===== src/logic/idu_defs.svh =====
`ifndef IDU_DEFS_SVH
`define IDU_DEFS_SVH

// data path and pc width
`define XLEN 32

// register file index
`define REG_ADDR_W 5

`define INST_W 32

`endif


===== src/logic/rv_isa_pkg.sv =====
`default_nettype none
`include "idu_defs.svh"

package rv_isa_pkg;

    typedef enum logic [6:0] {
        OPC_LOAD   = 7'b0000011,
        OPC_OP_IMM = 7'b0010011,
        OPC_AUIPC  = 7'b0010111,
        OPC_STORE  = 7'b0100011,
        OPC_OP     = 7'b0110011,
        OPC_LUI    = 7'b0110111,
        OPC_BRANCH = 7'b1100011,
        OPC_JALR   = 7'b1100111,
        OPC_JAL    = 7'b1101111
    } opcode_e;

    // alu funct3
    localparam logic [2:0] F3_ADD_SUB = 3'b000;
    localparam logic [2:0] F3_SLL     = 3'b001;
    localparam logic [2:0] F3_SLT     = 3'b010;
    localparam logic [2:0] F3_SLTU    = 3'b011;
    localparam logic [2:0] F3_XOR     = 3'b100;
    localparam logic [2:0] F3_SRL_SRA = 3'b101;
    localparam logic [2:0] F3_OR      = 3'b110;
    localparam logic [2:0] F3_AND     = 3'b111;

    localparam logic [2:0] F3_LB  = 3'b000;
    localparam logic [2:0] F3_LH  = 3'b001;
    localparam logic [2:0] F3_LW  = 3'b010;
    localparam logic [2:0] F3_LBU = 3'b100;
    localparam logic [2:0] F3_LHU = 3'b101;

    localparam logic [2:0] F3_SB = 3'b000;
    localparam logic [2:0] F3_SH = 3'b001;
    localparam logic [2:0] F3_SW = 3'b010;

    localparam logic [2:0] F3_JALR = 3'b000;

    localparam logic [2:0] F3_BEQ  = 3'b000;
    localparam logic [2:0] F3_BNE  = 3'b001;
    localparam logic [2:0] F3_BLT  = 3'b100;
    localparam logic [2:0] F3_BGE  = 3'b101;
    localparam logic [2:0] F3_BLTU = 3'b110;
    localparam logic [2:0] F3_BGEU = 3'b111;

    localparam logic [6:0] F7_BASE = 7'b0000000;
    localparam logic [6:0] F7_ALT  = 7'b0100000; // sub and sra

    typedef struct packed {
        logic [6:0]             funct7;
        logic [`REG_ADDR_W-1:0] rs2;
        logic [`REG_ADDR_W-1:0] rs1;
        logic [2:0]             funct3;
        logic [`REG_ADDR_W-1:0] rd;
        logic [6:0]             opcode;
    } r_type_t;

    typedef struct packed {
        logic [11:0]            imm;
        logic [`REG_ADDR_W-1:0] rs1;
        logic [2:0]             funct3;
        logic [`REG_ADDR_W-1:0] rd;
        logic [6:0]             opcode;
    } i_type_t;

    typedef struct packed {
        logic [6:0]             imm_hi;
        logic [`REG_ADDR_W-1:0] rs2;
        logic [`REG_ADDR_W-1:0] rs1;
        logic [2:0]             funct3;
        logic [4:0]             imm_lo;
        logic [6:0]             opcode;
    } s_type_t;

    typedef struct packed {
        logic                   imm12;
        logic [5:0]             imm10_5;
        logic [`REG_ADDR_W-1:0] rs2;
        logic [`REG_ADDR_W-1:0] rs1;
        logic [2:0]             funct3;
        logic [3:0]             imm4_1;
        logic                   imm11;
        logic [6:0]             opcode;
    } b_type_t;

    typedef struct packed {
        logic [19:0]            imm;
        logic [`REG_ADDR_W-1:0] rd;
        logic [6:0]             opcode;
    } u_type_t;

    typedef struct packed {
        logic                   imm20;
        logic [9:0]             imm10_1;
        logic                   imm11;
        logic [7:0]             imm19_12;
        logic [`REG_ADDR_W-1:0] rd;
        logic [6:0]             opcode;
    } j_type_t;

endpackage

`default_nettype wire


===== src/logic/idu_pkg.sv =====
`default_nettype none
`include "idu_defs.svh"

package idu_pkg;

    typedef enum logic [2:0] {
        CLS_NONE,
        CLS_R,
        CLS_I,
        CLS_U,
        CLS_L,
        CLS_S,
        CLS_J,
        CLS_B
    } inst_class_e;

    // add doubles as addi, the class tells them apart
    typedef enum logic [4:0] {
        OP_ADD, OP_SUB, OP_SLL, OP_SLT, OP_SLTU,
        OP_XOR, OP_SRL, OP_SRA, OP_OR, OP_AND,
        OP_LUI, OP_AUIPC,
        OP_LB, OP_LH, OP_LW, OP_LBU, OP_LHU,
        OP_SB, OP_SH, OP_SW,
        OP_JAL, OP_JALR,
        OP_BEQ, OP_BNE, OP_BLT, OP_BGE, OP_BLTU, OP_BGEU
    } alu_op_e;

    typedef struct packed {
        logic                   valid;
        logic [`XLEN-1:0]       pc;
        logic [`XLEN-1:0]       op1;
        logic [`XLEN-1:0]       op2;
        logic [`XLEN-1:0]       imm;
        logic [`REG_ADDR_W-1:0] rd_addr;
        logic                   rd_we;
        inst_class_e            inst_class;
        alu_op_e                alu_op;
    } dec_bundle_t;

endpackage

`default_nettype wire


===== src/logic/rf_fwd_if.sv =====
`timescale 1ns/1ps
`default_nettype none
`include "idu_defs.svh"

interface rf_fwd_if;
    logic                   ex_rd_we;
    logic [`REG_ADDR_W-1:0] ex_rd_addr;
    logic [`XLEN-1:0]       ex_rd_data;
    logic                   ex_load;    // execute holds a load, data not ready yet
    logic                   ls_rd_we;
    logic [`REG_ADDR_W-1:0] ls_rd_addr;
    logic [`XLEN-1:0]       ls_rd_data;

    modport src (
        output ex_rd_we, ex_rd_addr, ex_rd_data, ex_load,
        output ls_rd_we, ls_rd_addr, ls_rd_data
    );

    modport fwd (
        input ex_rd_we, ex_rd_addr, ex_rd_data, ex_load,
        input ls_rd_we, ls_rd_addr, ls_rd_data
    );
endinterface

`default_nettype wire


===== src/logic/idu_ctrl.sv =====
`timescale 1ns/1ps
`default_nettype none
`include "idu_defs.svh"

module idu_ctrl import rv_isa_pkg::*; import idu_pkg::*; (
    input  wire                 clk_i,
    input  wire                 arst_n_i,
    input  wire                 inst_valid_i,
    input  wire [`INST_W-1:0]   inst_i,
    input  wire [`XLEN-1:0]     pc_i,
    input  wire [`XLEN-1:0]     rs1_val_i,
    input  wire [`XLEN-1:0]     rs2_val_i,
    input  wire [`XLEN-1:0]     imm_i,
    input  wire                 taken_i,
    rf_fwd_if.fwd               fwd,
    output inst_class_e         inst_class_o,
    output alu_op_e             alu_op_o,
    output logic                rs1_re_o,
    output logic                rs2_re_o,
    output logic                stall_o,
    output logic                jump_req_o,
    output dec_bundle_t         bundle_o
);

    r_type_t     f;
    inst_class_e cls;
    alu_op_e     op;
    logic        rs1_hit;
    logic        rs2_hit;
    dec_bundle_t bundle_d;

    assign f = r_type_t'(inst_i); // register fields sit at the same spot in every format

    always_comb begin
        cls = CLS_NONE;
        op  = OP_ADD;
        case (f.opcode)
            OPC_OP: begin
                cls = CLS_R;
                case ({f.funct7, f.funct3})
                    {F7_BASE, F3_ADD_SUB}: op = OP_ADD;
                    {F7_ALT,  F3_ADD_SUB}: op = OP_SUB;
                    {F7_BASE, F3_SLL}:     op = OP_SLL;
                    {F7_BASE, F3_SLT}:     op = OP_SLT;
                    {F7_BASE, F3_SLTU}:    op = OP_SLTU;
                    {F7_BASE, F3_XOR}:     op = OP_XOR;
                    {F7_BASE, F3_SRL_SRA}: op = OP_SRL;
                    {F7_ALT,  F3_SRL_SRA}: op = OP_SRA;
                    {F7_BASE, F3_OR}:      op = OP_OR;
                    {F7_BASE, F3_AND}:     op = OP_AND;
                    default:               cls = CLS_NONE;
                endcase
            end
            OPC_OP_IMM: begin
                cls = CLS_I;
                case (f.funct3)
                    F3_ADD_SUB: op = OP_ADD;
                    F3_SLL:     op = OP_SLL;
                    F3_SLT:     op = OP_SLT;
                    F3_SLTU:    op = OP_SLTU;
                    F3_XOR:     op = OP_XOR;
                    F3_OR:      op = OP_OR;
                    F3_AND:     op = OP_AND;
                    default:    op = (f.funct7 == F7_ALT) ? OP_SRA : OP_SRL;
                endcase
                // shift amount leaves funct7 in the upper immediate
                if (f.funct3 == F3_SLL && f.funct7 != F7_BASE)
                    cls = CLS_NONE;
                if (f.funct3 == F3_SRL_SRA && !(f.funct7 inside {F7_BASE, F7_ALT}))
                    cls = CLS_NONE;
            end
            OPC_LUI: begin
                cls = CLS_U;
                op  = OP_LUI;
            end
            OPC_AUIPC: begin
                cls = CLS_U;
                op  = OP_AUIPC;
            end
            OPC_LOAD: begin
                cls = CLS_L;
                case (f.funct3)
                    F3_LB:   op = OP_LB;
                    F3_LH:   op = OP_LH;
                    F3_LW:   op = OP_LW;
                    F3_LBU:  op = OP_LBU;
                    F3_LHU:  op = OP_LHU;
                    default: cls = CLS_NONE;
                endcase
            end
            OPC_STORE: begin
                cls = CLS_S;
                case (f.funct3)
                    F3_SB:   op = OP_SB;
                    F3_SH:   op = OP_SH;
                    F3_SW:   op = OP_SW;
                    default: cls = CLS_NONE;
                endcase
            end
            OPC_JAL: begin
                cls = CLS_J;
                op  = OP_JAL;
            end
            OPC_JALR: begin
                if (f.funct3 == F3_JALR) begin
                    cls = CLS_J;
                    op  = OP_JALR;
                end
            end
            OPC_BRANCH: begin
                cls = CLS_B;
                case (f.funct3)
                    F3_BEQ:  op = OP_BEQ;
                    F3_BNE:  op = OP_BNE;
                    F3_BLT:  op = OP_BLT;
                    F3_BGE:  op = OP_BGE;
                    F3_BLTU: op = OP_BLTU;
                    F3_BGEU: op = OP_BGEU;
                    default: cls = CLS_NONE;
                endcase
            end
            default: cls = CLS_NONE;
        endcase
    end

    assign inst_class_o = cls;
    assign alu_op_o     = op;
    assign rs1_re_o     = (cls inside {CLS_R, CLS_I, CLS_L, CLS_S, CLS_B}) || op == OP_JALR;
    assign rs2_re_o     = cls inside {CLS_R, CLS_S, CLS_B};

    // load-use, the loaded value is only ready in load/store
    assign rs1_hit    = rs1_re_o && f.rs1 != '0 && f.rs1 == fwd.ex_rd_addr;
    assign rs2_hit    = rs2_re_o && f.rs2 != '0 && f.rs2 == fwd.ex_rd_addr;
    assign stall_o    = inst_valid_i && fwd.ex_load && (rs1_hit || rs2_hit);
    assign jump_req_o = inst_valid_i && taken_i && !stall_o;

    always_comb begin
        bundle_d.valid      = inst_valid_i && !stall_o;
        bundle_d.pc         = pc_i;
        bundle_d.op1        = (cls inside {CLS_R, CLS_I, CLS_L, CLS_S}) ? rs1_val_i : '0;
        bundle_d.op2        = (cls inside {CLS_R, CLS_S}) ? rs2_val_i : '0;
        bundle_d.imm        = imm_i;
        bundle_d.rd_addr    = (cls inside {CLS_S, CLS_B}) ? '0 : f.rd;
        bundle_d.rd_we      = cls inside {CLS_R, CLS_I, CLS_U, CLS_J};
        bundle_d.inst_class = cls;
        bundle_d.alu_op     = op;
    end

    always_ff @(posedge clk_i or negedge arst_n_i) begin
        if (!arst_n_i) begin
            bundle_o <= '0;
        end else if (bundle_d.valid) begin
            bundle_o <= bundle_d;
        end else begin
            bundle_o <= '0; // bubble into execute
        end
    end

    // only jal, jalr and branches redirect fetch
    a_jump_is_control: assert property (@(posedge clk_i) disable iff (!arst_n_i)
        jump_req_o |-> cls inside {CLS_J, CLS_B});

    a_imm_only_with_field: assert property (@(posedge clk_i) disable iff (!arst_n_i)
        cls inside {CLS_R, CLS_J, CLS_B} |-> imm_i == '0);

endmodule

`default_nettype wire


===== src/logic/idu_imm_gen.sv =====
`timescale 1ns/1ps
`default_nettype none
`include "idu_defs.svh"

module idu_imm_gen import rv_isa_pkg::*; import idu_pkg::*; (
    input  wire [`INST_W-1:0]   inst_i,
    input  var  inst_class_e    inst_class_i,
    input  var  alu_op_e        alu_op_i,
    output logic [`XLEN-1:0]    imm_o,
    output logic [`XLEN-1:0]    br_imm_o    // jump and branch offset
);

    i_type_t          it;
    s_type_t          st;
    b_type_t          bt;
    u_type_t          ut;
    j_type_t          jt;
    logic [`XLEN-1:0] i_imm;
    logic [`XLEN-1:0] s_imm;
    logic [`XLEN-1:0] b_imm;
    logic [`XLEN-1:0] u_imm;
    logic [`XLEN-1:0] j_imm;

    assign it = i_type_t'(inst_i);
    assign st = s_type_t'(inst_i);
    assign bt = b_type_t'(inst_i);
    assign ut = u_type_t'(inst_i);
    assign jt = j_type_t'(inst_i);

    assign i_imm = {{(`XLEN-12){it.imm[11]}}, it.imm};
    assign s_imm = {{(`XLEN-12){st.imm_hi[6]}}, st.imm_hi, st.imm_lo};
    assign u_imm = {ut.imm, 12'b0}; // low bits zero filled
    assign b_imm = {{(`XLEN-13){bt.imm12}}, bt.imm12, bt.imm11, bt.imm10_5, bt.imm4_1, 1'b0};
    assign j_imm = {{(`XLEN-21){jt.imm20}}, jt.imm20, jt.imm19_12, jt.imm11, jt.imm10_1, 1'b0};

    always_comb begin
        case (inst_class_i)
            CLS_I, CLS_L: imm_o = i_imm;
            CLS_S:        imm_o = s_imm;
            CLS_U:        imm_o = u_imm;
            default:      imm_o = '0;
        endcase
        case (alu_op_i)
            OP_JAL:  br_imm_o = j_imm;
            OP_JALR: br_imm_o = i_imm;
            OP_BEQ, OP_BNE, OP_BLT, OP_BGE, OP_BLTU, OP_BGEU: br_imm_o = b_imm;
            default: br_imm_o = '0;
        endcase
    end

endmodule

`default_nettype wire


===== src/logic/idu_operand_fwd.sv =====
`timescale 1ns/1ps
`default_nettype none
`include "idu_defs.svh"

module idu_operand_fwd (
    input  wire [`REG_ADDR_W-1:0]   rs1_addr_i,
    input  wire [`REG_ADDR_W-1:0]   rs2_addr_i,
    input  wire [`XLEN-1:0]         rs1_data_i,
    input  wire [`XLEN-1:0]         rs2_data_i,
    rf_fwd_if.fwd                   fwd,
    output logic [`XLEN-1:0]        rs1_val_o,
    output logic [`XLEN-1:0]        rs2_val_o
);

    // youngest producer wins, x0 never forwarded
    function automatic logic [`XLEN-1:0] src_val(
        input logic [`REG_ADDR_W-1:0] addr,
        input logic [`XLEN-1:0]       rf_data
    );
        if (addr == '0) begin
            return rf_data;
        end else if (fwd.ex_rd_we && fwd.ex_rd_addr == addr) begin
            return fwd.ex_rd_data;
        end else if (fwd.ls_rd_we && fwd.ls_rd_addr == addr) begin
            return fwd.ls_rd_data;
        end
        return rf_data;
    endfunction

    always_comb begin
        rs1_val_o = src_val(rs1_addr_i, rs1_data_i);
        rs2_val_o = src_val(rs2_addr_i, rs2_data_i);
    end

endmodule

`default_nettype wire


===== src/logic/idu_branch_unit.sv =====
`timescale 1ns/1ps
`default_nettype none
`include "idu_defs.svh"

module idu_branch_unit import idu_pkg::*; (
    input  var  alu_op_e        alu_op_i,
    input  wire [`XLEN-1:0]     pc_i,
    input  wire [`XLEN-1:0]     rs1_val_i,  // already forwarded
    input  wire [`XLEN-1:0]     rs2_val_i,
    input  wire [`XLEN-1:0]     br_imm_i,
    output logic                taken_o,
    output logic [`XLEN-1:0]    target_o
);

    logic eq;
    logic lt_s;
    logic lt_u;

    assign eq   = rs1_val_i == rs2_val_i;
    assign lt_s = $signed(rs1_val_i) < $signed(rs2_val_i);
    assign lt_u = rs1_val_i < rs2_val_i;

    always_comb begin
        case (alu_op_i)
            OP_JAL, OP_JALR: taken_o = 1'b1;
            OP_BEQ:          taken_o = eq;
            OP_BNE:          taken_o = !eq;
            OP_BLT:          taken_o = lt_s;
            OP_BGE:          taken_o = !lt_s;
            OP_BLTU:         taken_o = lt_u;
            OP_BGEU:         taken_o = !lt_u;
            default:         taken_o = 1'b0;
        endcase
    end

    assign target_o = (alu_op_i == OP_JALR) ? rs1_val_i + br_imm_i : pc_i + br_imm_i;

    // pc relative targets stay aligned as long as fetch hands in an aligned pc
    a_target_aligned: assert final (!(taken_o && alu_op_i != OP_JALR) || !target_o[0]);

endmodule

`default_nettype wire


===== src/logic/rv32_idu.sv =====
`timescale 1ns/1ps
`default_nettype none
`include "idu_defs.svh"

module rv32_idu import idu_pkg::*; (
    input  wire                     clk_i,
    input  wire                     arst_n_i,
    input  wire                     inst_valid_i,
    input  wire [`INST_W-1:0]       inst_i,
    input  wire [`XLEN-1:0]         pc_i,
    input  wire [`XLEN-1:0]         rs1_data_i,
    input  wire [`XLEN-1:0]         rs2_data_i,
    input  wire                     ex_rd_we_i,
    input  wire [`REG_ADDR_W-1:0]   ex_rd_addr_i,
    input  wire [`XLEN-1:0]         ex_rd_data_i,
    input  wire                     ex_load_i,
    input  wire                     ls_rd_we_i,
    input  wire [`REG_ADDR_W-1:0]   ls_rd_addr_i,
    input  wire [`XLEN-1:0]         ls_rd_data_i,
    output logic [`REG_ADDR_W-1:0]  rs1_addr_o,
    output logic                    rs1_re_o,
    output logic [`REG_ADDR_W-1:0]  rs2_addr_o,
    output logic                    rs2_re_o,
    output logic                    stall_o,
    output logic                    jump_req_o,
    output logic [`XLEN-1:0]        jump_pc_o,
    output logic                    valid_o,
    output logic [`XLEN-1:0]        pc_o,
    output logic [`XLEN-1:0]        op1_o,
    output logic [`XLEN-1:0]        op2_o,
    output logic [`XLEN-1:0]        imm_o,
    output logic [`REG_ADDR_W-1:0]  rd_addr_o,
    output logic                    rd_we_o,
    output inst_class_e             inst_class_o,
    output alu_op_e                 alu_op_o
);

    rf_fwd_if fwd_bus ();

    inst_class_e      dec_class;
    alu_op_e          dec_op;
    logic [`XLEN-1:0] rs1_val;
    logic [`XLEN-1:0] rs2_val;
    logic [`XLEN-1:0] imm;
    logic [`XLEN-1:0] br_imm;
    logic             taken;
    dec_bundle_t      dec_q;

    assign fwd_bus.ex_rd_we   = ex_rd_we_i;
    assign fwd_bus.ex_rd_addr = ex_rd_addr_i;
    assign fwd_bus.ex_rd_data = ex_rd_data_i;
    assign fwd_bus.ex_load    = ex_load_i;
    assign fwd_bus.ls_rd_we   = ls_rd_we_i;
    assign fwd_bus.ls_rd_addr = ls_rd_addr_i;
    assign fwd_bus.ls_rd_data = ls_rd_data_i;

    assign rs1_addr_o = inst_i[19:15];
    assign rs2_addr_o = inst_i[24:20];

    idu_ctrl u_ctrl (
        .clk_i        (clk_i),
        .arst_n_i     (arst_n_i),
        .inst_valid_i (inst_valid_i),
        .inst_i       (inst_i),
        .pc_i         (pc_i),
        .rs1_val_i    (rs1_val),
        .rs2_val_i    (rs2_val),
        .imm_i        (imm),
        .taken_i      (taken),
        .fwd          (fwd_bus),
        .inst_class_o (dec_class),
        .alu_op_o     (dec_op),
        .rs1_re_o     (rs1_re_o),
        .rs2_re_o     (rs2_re_o),
        .stall_o      (stall_o),
        .jump_req_o   (jump_req_o),
        .bundle_o     (dec_q)
    );

    idu_imm_gen u_imm_gen (
        .inst_i       (inst_i),
        .inst_class_i (dec_class),
        .alu_op_i     (dec_op),
        .imm_o        (imm),
        .br_imm_o     (br_imm)
    );

    idu_operand_fwd u_operand_fwd (
        .rs1_addr_i (rs1_addr_o),
        .rs2_addr_i (rs2_addr_o),
        .rs1_data_i (rs1_data_i),
        .rs2_data_i (rs2_data_i),
        .fwd        (fwd_bus),
        .rs1_val_o  (rs1_val),
        .rs2_val_o  (rs2_val)
    );

    idu_branch_unit u_branch_unit (
        .alu_op_i  (dec_op),
        .pc_i      (pc_i),
        .rs1_val_i (rs1_val),
        .rs2_val_i (rs2_val),
        .br_imm_i  (br_imm),
        .taken_o   (taken),
        .target_o  (jump_pc_o)
    );

    // registered bundle out to execute
    assign valid_o      = dec_q.valid;
    assign pc_o         = dec_q.pc;
    assign op1_o        = dec_q.op1;
    assign op2_o        = dec_q.op2;
    assign imm_o        = dec_q.imm;
    assign rd_addr_o    = dec_q.rd_addr;
    assign rd_we_o      = dec_q.rd_we;
    assign inst_class_o = dec_q.inst_class;
    assign alu_op_o     = dec_q.alu_op;

endmodule

`default_nettype wire


===== config.mk =====
export PLATFORM = sky130hd
export DESIGN_NAME = rv32_idu
export DESIGN_NICKNAME = d
export VERILOG_FILES = /design/src/logic/rv_isa_pkg.sv /design/src/logic/idu_pkg.sv /design/src/logic/rf_fwd_if.sv /design/src/logic/idu_ctrl.sv /design/src/logic/idu_imm_gen.sv /design/src/logic/idu_operand_fwd.sv /design/src/logic/idu_branch_unit.sv /design/src/logic/rv32_idu.sv
export VERILOG_INCLUDE_DIRS = /design/src /design/src/logic
export SDC_FILE = /design/constraint.sdc
export NUM_CORES = 1
export LEC_CHECK = 0
export BUFFER_PORTS_ARGS = -buffer_cell sky130_fd_sc_hd__clkbuf_2
export CAP_MARGIN = 15
export CORE_MARGIN = 2
export CORE_UTILIZATION = 44
export CTS_BUF_LIST = sky130_fd_sc_hd__clkbuf_4 sky130_fd_sc_hd__clkbuf_8
export CTS_CLUSTER_SIZE = 16
export DETAILED_ROUTE_END_ITERATION = 6
export PLACE_DENSITY = 0.72
export SLEW_MARGIN = 5
export SYNTH_ARGS = -nofsm -noshare
export SYNTH_HDL_FRONTEND = slang
export SYNTH_HIERARCHICAL = 1
export SYNTH_SLANG_ARGS = --single-unit

===== constraint.sdc =====
create_clock -name clk_i -period 7.9 [get_ports clk_i]
set_clock_uncertainty 0.1 [all_clocks]
set_input_delay 1.185 -clock clk_i [delete_from_list [all_inputs] [get_ports clk_i]]
set_output_delay 1.185 -clock clk_i [all_outputs]
set_load 0.02 [all_outputs]

==> reports/summary.md, run 1 <==
Timing
• 134 MHz — upper clock frequency limit
• 0 — Final Hold Vio Count
• 0 ns — setup TNS after final layout
• 0 — count of endpoints failing setup in the final report
• no — unrepaired setup endpoints after global routing
• 0.646 ns — Hold Worst Slack
• 94.7% — period utilisation layout
• 0 — total count of max-transition violations in the final report
• 0.892 ns — slew of the pin with the lowest slew margin
• 7.48 ns — time the worst path needs with I/O delays and setup
• 40.5% — worst rel slew slack

Synth
• 0 — number of flops mapped to enable cells by yosys
• dfrtp_1 — cell type with the largest total area after synthesis
• dfrtp_1 — most frequently used flop master after synthesis
• 143 — flip-flop and latch count after synthesis
• 32.1% — area share of the largest cell type after synthesis
• dfrtp_1, mux2_2, ha_1 — cell types with the largest area share after synthesis
• 83 — Cell variety after synth
• 0.0112 sq mm — Syn Std Cell Area
• 1123 — synthesized netlist cell count
• 32.1% — register area share after synthesis
• 1395 — Synthesized Nets
• 9.94 sq um — average cell area after synthesis
• 6 — Yosys warning count
• dfrtp_1, mux2_2, and2_1, ha_1, inv_1 — Commonest cells post-synth
• dfrtp_1 — most instantiated library cell after synthesis
• 100% — fraction of synthesis flops using an asynchronous set or reset pin

Worst setup path
• 21 — CP Depth
• output port — endpoint type of the worst setup path
• input port — startpoint kind of the worst setup timing path
• 6.20 ns — endpoint arrival time on the critical path
• 4 — count of buffer and inverter cells on the critical path
• 0.68 ns — max incr delay on CP
• simple AND/OR/NAND/NOR gates — cell type group with the largest total delay on the critical path
• 13 — maximum net fanout on the critical path
• or4_1 — crit path max-delay cell type
• input port to output port — CP Class
• clkbuf_2, or4_1, nor4_2, and3_1, or4_1, nand2_1, nor4b_4, buf_12, mux2_2, ha_1, inv_1, fa_1, and2b_1, o2111ai_1, o211ai_2, a31oi_4, o41ai_4, a41oi_2, a31oi_1, xor2_1, clkbuf_2 — cell-by-cell trace of the critical path
• 6.61 ns — data required time of the critical path

CTS
• 4 — H-tree level count
• 0.09 ns — clock transition at the registers of the reported paths
• 2 — Clock Path Buffers
• 17 — number of buffers added by the clock tree synthesis step
• 143 — TritonCTS sink count
• clkbuf_8 — root cell of the clock tree
• built — CTS tree

Route
• 10100 — vias
• 21.5 um — routed wire length per instance
• 5.57 — routed vias/inst
• met4 — highest signal layer in the routed design
• 7 — total iterations of the first detailed-routing run
• 2.50 mm — Detail Route met3 WL
• 16.6 mm — Post-Route M1 WL
• 39.1 mm — Total Routed Length
• 18.8 mm — Met2 Routed Length
• 0 — antenna-violating nets left
• 733 — Iteration-0 DRC Markers
• 0 — detailed-route DRC error count

Final layout
• 42.7% — share of layout cells above drive strength 1
• u_ctrl/bundle_o — Biggest register
• 1816 — Final Instance Count excl. Fillers
• 22.4% — area overhead of the layout relative to synthesis
• u_ctrl/bundle_o x143 — Regs by FF count
• 143 — flip-flop count of the largest register, all copies and words added
• 1745 — number of nets in the finished design

Die
• 44.6% — Initial Utilization
• 163 um — die outline height
• 0.0266 sq mm — Die Footprint
• 0.0250 sq mm — core area
• 58 — count of standard-cell rows
• 163 um — x dimension of the die
• 397 — # IOs

Global routing
• 0 — GRT overflow
• 28.7% — global routing usage summed across all routing layers
• 1 — initial antenna violation count
• 92 — maximum number of pins on one net before global-route repair
• 57.2 mm — first-pass GRT wire length
• 9800 — vias in the first global route

Job
• 0 — Max-Cap Viols

Worst hold path
• input port to async pin — worst min path class

Placed design
• 396 — count of buffers from port buffering
• 31.0 mm — sum of net half-perimeters after detailed placement
• 1784 — placed cells
• 0.994 — Placer Congestion

Status
• finished, final reports clean — run status

Power and ir drop
• 0.00725 uW — Static Leakage
• 0.000107 V — Max VDD drop
• 1810 uW — post-layout total power
• 132 mW/mm^2 — areal power density over the cells

logic make-up (layout without fill, tap and decap cells):
family	after synthesis	after routing	synth area share [%]
compound gates	192	192	12.5
xor+xnor	64	64	5.02
fa+ha+maj	64	64	7.24
buf+inv	135	497	6.55
flops	143	143	32.1
mux	165	165	17.6
other cells	0	1	0
simple gates	360	360	18.9
final cells by class:
| type | instances | area, sq um |
|---|---|---|
| Fill cell | 2299 | 11400 |
| Multi-Input combinational cell | 845 | 6900 |
| Sequential cell | 143 | 3580 |
| Timing Repair Buffer | 416 | 2160 |
| Tap cell | 330 | 413 |
| Clock buffer | 19 | 255 |
| Inverter | 50 | 188 |
| Clock inverter | 12 | 160 |
| Antenna cell | 1 | 2.50 |
per-layer routing:
layer	vias to the layer above	GRT usage, %
met5	-	0
li1	4677	-
met3	71	4.72
met4	0	10.1
met1	4940	37.2
met2	426	48.5
cells in the final DEF (no fill, tap or decap), drive strengths merged, types with 34 or more instances in the layout:
master	instances
xor2	34
clkbuf	414
dfrtp	143
a21oi	43
nor2	46
inv	53
ha	63
and2	113
a21o	43
nand2	38
mux2	163
worst max path at each step:
stage          startpoint             to
6_report       inst_i[25]  jump_pc_o[28]
5_1_grt        inst_i[25]  jump_pc_o[28]
4_1_cts        inst_i[25]  jump_pc_o[28]
3_5_place_dp   inst_i[25]  jump_pc_o[28]
3_3_place_gp   inst_i[25]  jump_pc_o[28]
2_1_floorplan  inst_i[14]  jump_pc_o[28]
per-stage QoR:
step / instance area (sq um) / util [%] / setup WS [ns]
after CTS: 13600 / 54.5 / 0.310
after global placement: 13200 / 52.8 / 0.421
after detailed placement: 13200 / 52.8 / 0.319
after floorplan: 11200 / - / 0.458
final: 13700 / 54.6 / 0.420
after global routing: 13700 / 54.6 / 0.0872
power breakdown:
part	total (uW)	switching (uW)	leakage [uW]	internal, uW
Sequential	750	4.28	0.00195	746
Combinational	416	246	0.00509	171
Clock	639	313	0.000210	326
what timing repair did:
action / in CTS / in global routing
endpoints found under the setup margin: 0 / 8
hold buffers: 0 / 0
gates resized for setup: 0 / 3
buffers inserted: 0 / 0
No activity file was read; power rests on OpenSTA's default activity.
==> inputs of run 2 (changes only) <==
--- a/config.mk
+++ b/config.mk
@@ -8,12 +8,13 @@
 export LEC_CHECK = 0
 export BUFFER_PORTS_ARGS = -buffer_cell sky130_fd_sc_hd__clkbuf_2
 export CAP_MARGIN = 15
-export CORE_MARGIN = 2
+export CORE_MARGIN = 4
 export CORE_UTILIZATION = 44
 export CTS_BUF_LIST = sky130_fd_sc_hd__clkbuf_4 sky130_fd_sc_hd__clkbuf_8
 export CTS_CLUSTER_SIZE = 16
 export DETAILED_ROUTE_END_ITERATION = 6
-export PLACE_DENSITY = 0.72
+export GPL_TIMING_DRIVEN = 0
+export PLACE_DENSITY = 0.75
 export SLEW_MARGIN = 5
 export SYNTH_ARGS = -nofsm -noshare
 export SYNTH_HDL_FRONTEND = slang
==> constraint.sdc (replaced) <==
create_clock -name clk_i -period 6.4 [get_ports clk_i]
set_clock_uncertainty 0.1 [all_clocks]
set_input_delay 0.96 -clock clk_i [delete_from_list [all_inputs] [get_ports clk_i]]
set_output_delay 0.96 -clock clk_i [all_outputs]
set_load 0.02 [all_outputs]
==> run 2 against run 1 <==
The flow now finishes with violations (negative setup slack). Critical path type unchanged. Largest cell class unchanged. Global-route usage increased by 0.83 points. Cell count increased by 6.2%. Utilization increased by 6.3 points.
==> reports/summary.md, run 2 (synthesis results as in run 1) <==
Final layout
• 0.00747 sq mm — combined area of the multi-input logic cells, was 0.00690 sq mm
• 0.00358 sq mm — register cell area after layout, unchanged
• 143 — flip-flop count of the largest register, all copies and words added, unchanged
• 36.6% — area overhead of the layout relative to synthesis, was 22.4%
• 0.0152 sq mm — summed area of non-filler cells in the final layout, was 0.0137 sq mm
• 51.1% — share of layout cells above drive strength 1, was 42.7%
• 1855 — number of nets in the finished design, was 1745
• u_ctrl/bundle_o — Biggest register, unchanged
• clkbuf_2 — commonest non-fill, non-tap cell in the layout, unchanged
• 2159 — layout filler cell count, was 2299
• u_ctrl/bundle_o x143 — Regs by FF count, unchanged
• clkbuf_2, dfrtp_1, mux2_2 — commonest cells after routing, fill and taps aside, unchanged

CTS
• 143 — TritonCTS sink count, unchanged
• 0.08 ns — clock transition at the registers of the reported paths, was 0.09 ns
• 2 — Clock Path Buffers, unchanged
• 17 — number of buffers added by the clock tree synthesis step, unchanged
• built — CTS tree, unchanged
• clkbuf_8 — root cell of the clock tree, unchanged
• 0 — hold buffer count at cts, unchanged
• 4 — H-tree level count, unchanged

Status
• complete, but fails checks — run status, was finished, final reports clean
• negative setup slack — violations in the final reports

Route
• 22.7 um — routed wire length per instance, was 21.5 um
• 0 — detailed-route DRC error count, unchanged
• 0 — antenna-violating nets left, unchanged
• 5 — total iterations of the first detailed-routing run, was 7
• 779 — Iteration-0 DRC Markers, was 733
• 10700 — vias, was 10100
• 43.8 mm — Total Routed Length, was 39.1 mm
• 5.55 — routed vias/inst, was 5.57

Timing
• -0.243 ns — worst setup slack after layout, was 0.420 ns
• 151 MHz — upper clock frequency limit
• 1.15 ns — slew of the pin with the lowest slew margin, was 0.892 ns
• 0 — Final Hold Vio Count, unchanged
• 6.64 ns — time the worst path needs with I/O delays and setup
• 22.6% — worst rel slew slack, was 40.5%
• 11 — count of endpoints failing setup in the final report, was 0
• 0 — total count of max-transition violations in the final report, unchanged
• yes — unrepaired setup endpoints after global routing, was no
• 104% — period utilisation layout

Global routing
• 63.9 mm — first-pass GRT wire length, was 57.2 mm
• 29.5% — global routing usage summed across all routing layers, was 28.7%
• 0 — GRT overflow, unchanged
• 10800 — vias in the first global route, was 9800
• 1 — initial antenna violation count, unchanged
• 74 — maximum number of pins on one net before global-route repair, was 92

Die
• 167 um — x dimension of the die, was 163 um
• 167 um — die outline height, was 163 um
• 0.0250 sq mm — core area, unchanged
• 397 — # IOs, unchanged
• 0.0280 sq mm — Die Footprint, was 0.0266 sq mm
• 44.6% — Initial Utilization, unchanged
• 58 — count of standard-cell rows, unchanged

Power and ir drop
• 2320 uW — post-layout total power, was 1810 uW
• 152 mW/mm^2 — areal power density over the cells, was 132 mW/mm^2
• 0.000143 V — Max VDD drop, was 0.000107 V
• 0.00793 uW — Static Leakage, was 0.00725 uW

Placed design
• 394 — count of buffers from port buffering, was 396
• 0.952 — Placer Congestion, was 0.994
• 0.0136 sq mm — Post-DP Area, was 0.0132 sq mm
• 34.5 mm — sum of net half-perimeters after detailed placement, was 31.0 mm

Worst setup path
• inst_i[12] — critical path launch point, was inst_i[25]
• output port — endpoint type of the worst setup path, unchanged
• input port — startpoint kind of the worst setup timing path, unchanged
• 8 — count of buffer and inverter cells on the critical path, was 4
• clkbuf_16, buf_6, nand2b_4, or3_4, or4_1, a21o_1, nand4_1, buf_6, nor4b_4, buf_4, buf_4, mux2_4, inv_1, fa_2, and2b_2, o2111ai_2, o211ai_2, a31oi_4, o41ai_4, a41oi_2, buf_4, o311a_1, clkbuf_8 — cell-by-cell trace of the critical path, was clkbuf_2, or4_1, nor4_2, and3_1, or4_1, nand2_1, nor4b_4, buf_12, mux2_2, ha_1, inv_1, fa_1, and2b_1, o2111ai_1, o211ai_2, a31oi_4, o41ai_4, a41oi_2, a31oi_1, xor2_1, clkbuf_2
• input port to output port — CP Class, unchanged
• 5.58 ns — endpoint arrival time on the critical path, was 6.20 ns
• or4_1 — crit path max-delay cell type, unchanged
• 5.34 ns — data required time of the critical path, was 6.61 ns
• buf_4 — Most common cell on crit path
• 4 — maximum net fanout on the critical path, was 13
• jump_pc_o[30] — endpoint of the most critical setup path, was jump_pc_o[28]
• 0.53 ns — max incr delay on CP, was 0.68 ns
• compound AO/OA/AOI/OAI gates — cell type group with the largest total delay on the critical path, was simple AND/OR/NAND/NOR gates
• 23 — CP Depth, was 21

Job
• 0 — Max-Cap Viols, unchanged

Worst hold path
• input port to async pin — worst min path class, unchanged

run 2: cell count changes in the layout (fill, tap and decap cells not counted), sizes merged:
cell	before	now
buf	21	131
bufinv	3	4
clkinv	5	3
inv	53	52
diode	1	2
clkinvlp	1	4
run 2: how the worst min path moves through the flow:
stage | end | cells past startpoint | from
floorplan | u_ctrl/bundle_o[0]$_DFF_PN0_ | 0 | arst_n_i
global placement | u_ctrl/bundle_o[125]$_DFF_PN0_ | 2 | pc_i[15]
detailed placement | u_ctrl/bundle_o[58]$_DFF_PN0_ | 1 | arst_n_i
CTS | u_ctrl/bundle_o[58]$_DFF_PN0_ | 1 | arst_n_i
global route | u_ctrl/bundle_o[94]$_DFF_PN0_ | 1 | arst_n_i
finish | u_ctrl/bundle_o[58]$_DFF_PN0_ | 1 | arst_n_i
run 2: layer usage:
layer | wire (um) | track usage (%)
met5 | 0 | 0
met4 | 2040 | 12.4
met3 | 2770 | 5.57
met2 | 21200 | 50.0
met1 | 17800 | 37.2
run 2: stage by stage:
stage                     utilization (%)  cells  setup TNS [ns]  hold WS (ns)  setup WS, ns
final                                60.9   1928           -1.29         0.398        -0.243
after global routing                 60.9   1927           -3.16         0.438        -0.366
after CTS                            58.4   1900           -1.24         0.410        -0.204
after detailed placement             54.5   1849          -24.55         0.896         -1.47
after global placement               54.3   1847          -22.52          1.09         -1.34
after floorplan                         -   1123               0         0.564        0.0120
run 2: cell type report:
type | count | share of cell area [%]
flip-flops and latches | 143 | 23.5
diodes | 2 | 0.0328
clock buffers | 19 | 1.67
clock inverters | 13 | 1.22
inverters | 50 | 1.23
repair buffers | 447 | 16.6
well taps | 330 | 2.71
plain buffers | 79 | 4.10
multi-input cells | 845 | 49.0
run 2: report_power, final:
group / switching (uW) / internal, uW
combinational: 326 / 249
clock: 375 / 441
sequential: 5.42 / 921
total: 707 / 1610
run 2: what timing repair did:
action | in CTS | in global routing
gates resized for setup | 86 | 115
gates cloned | 0 | 0
endpoints found under the setup margin | 28 | 22
buffers inserted | 24 | 30
pin swaps | 27 | 34
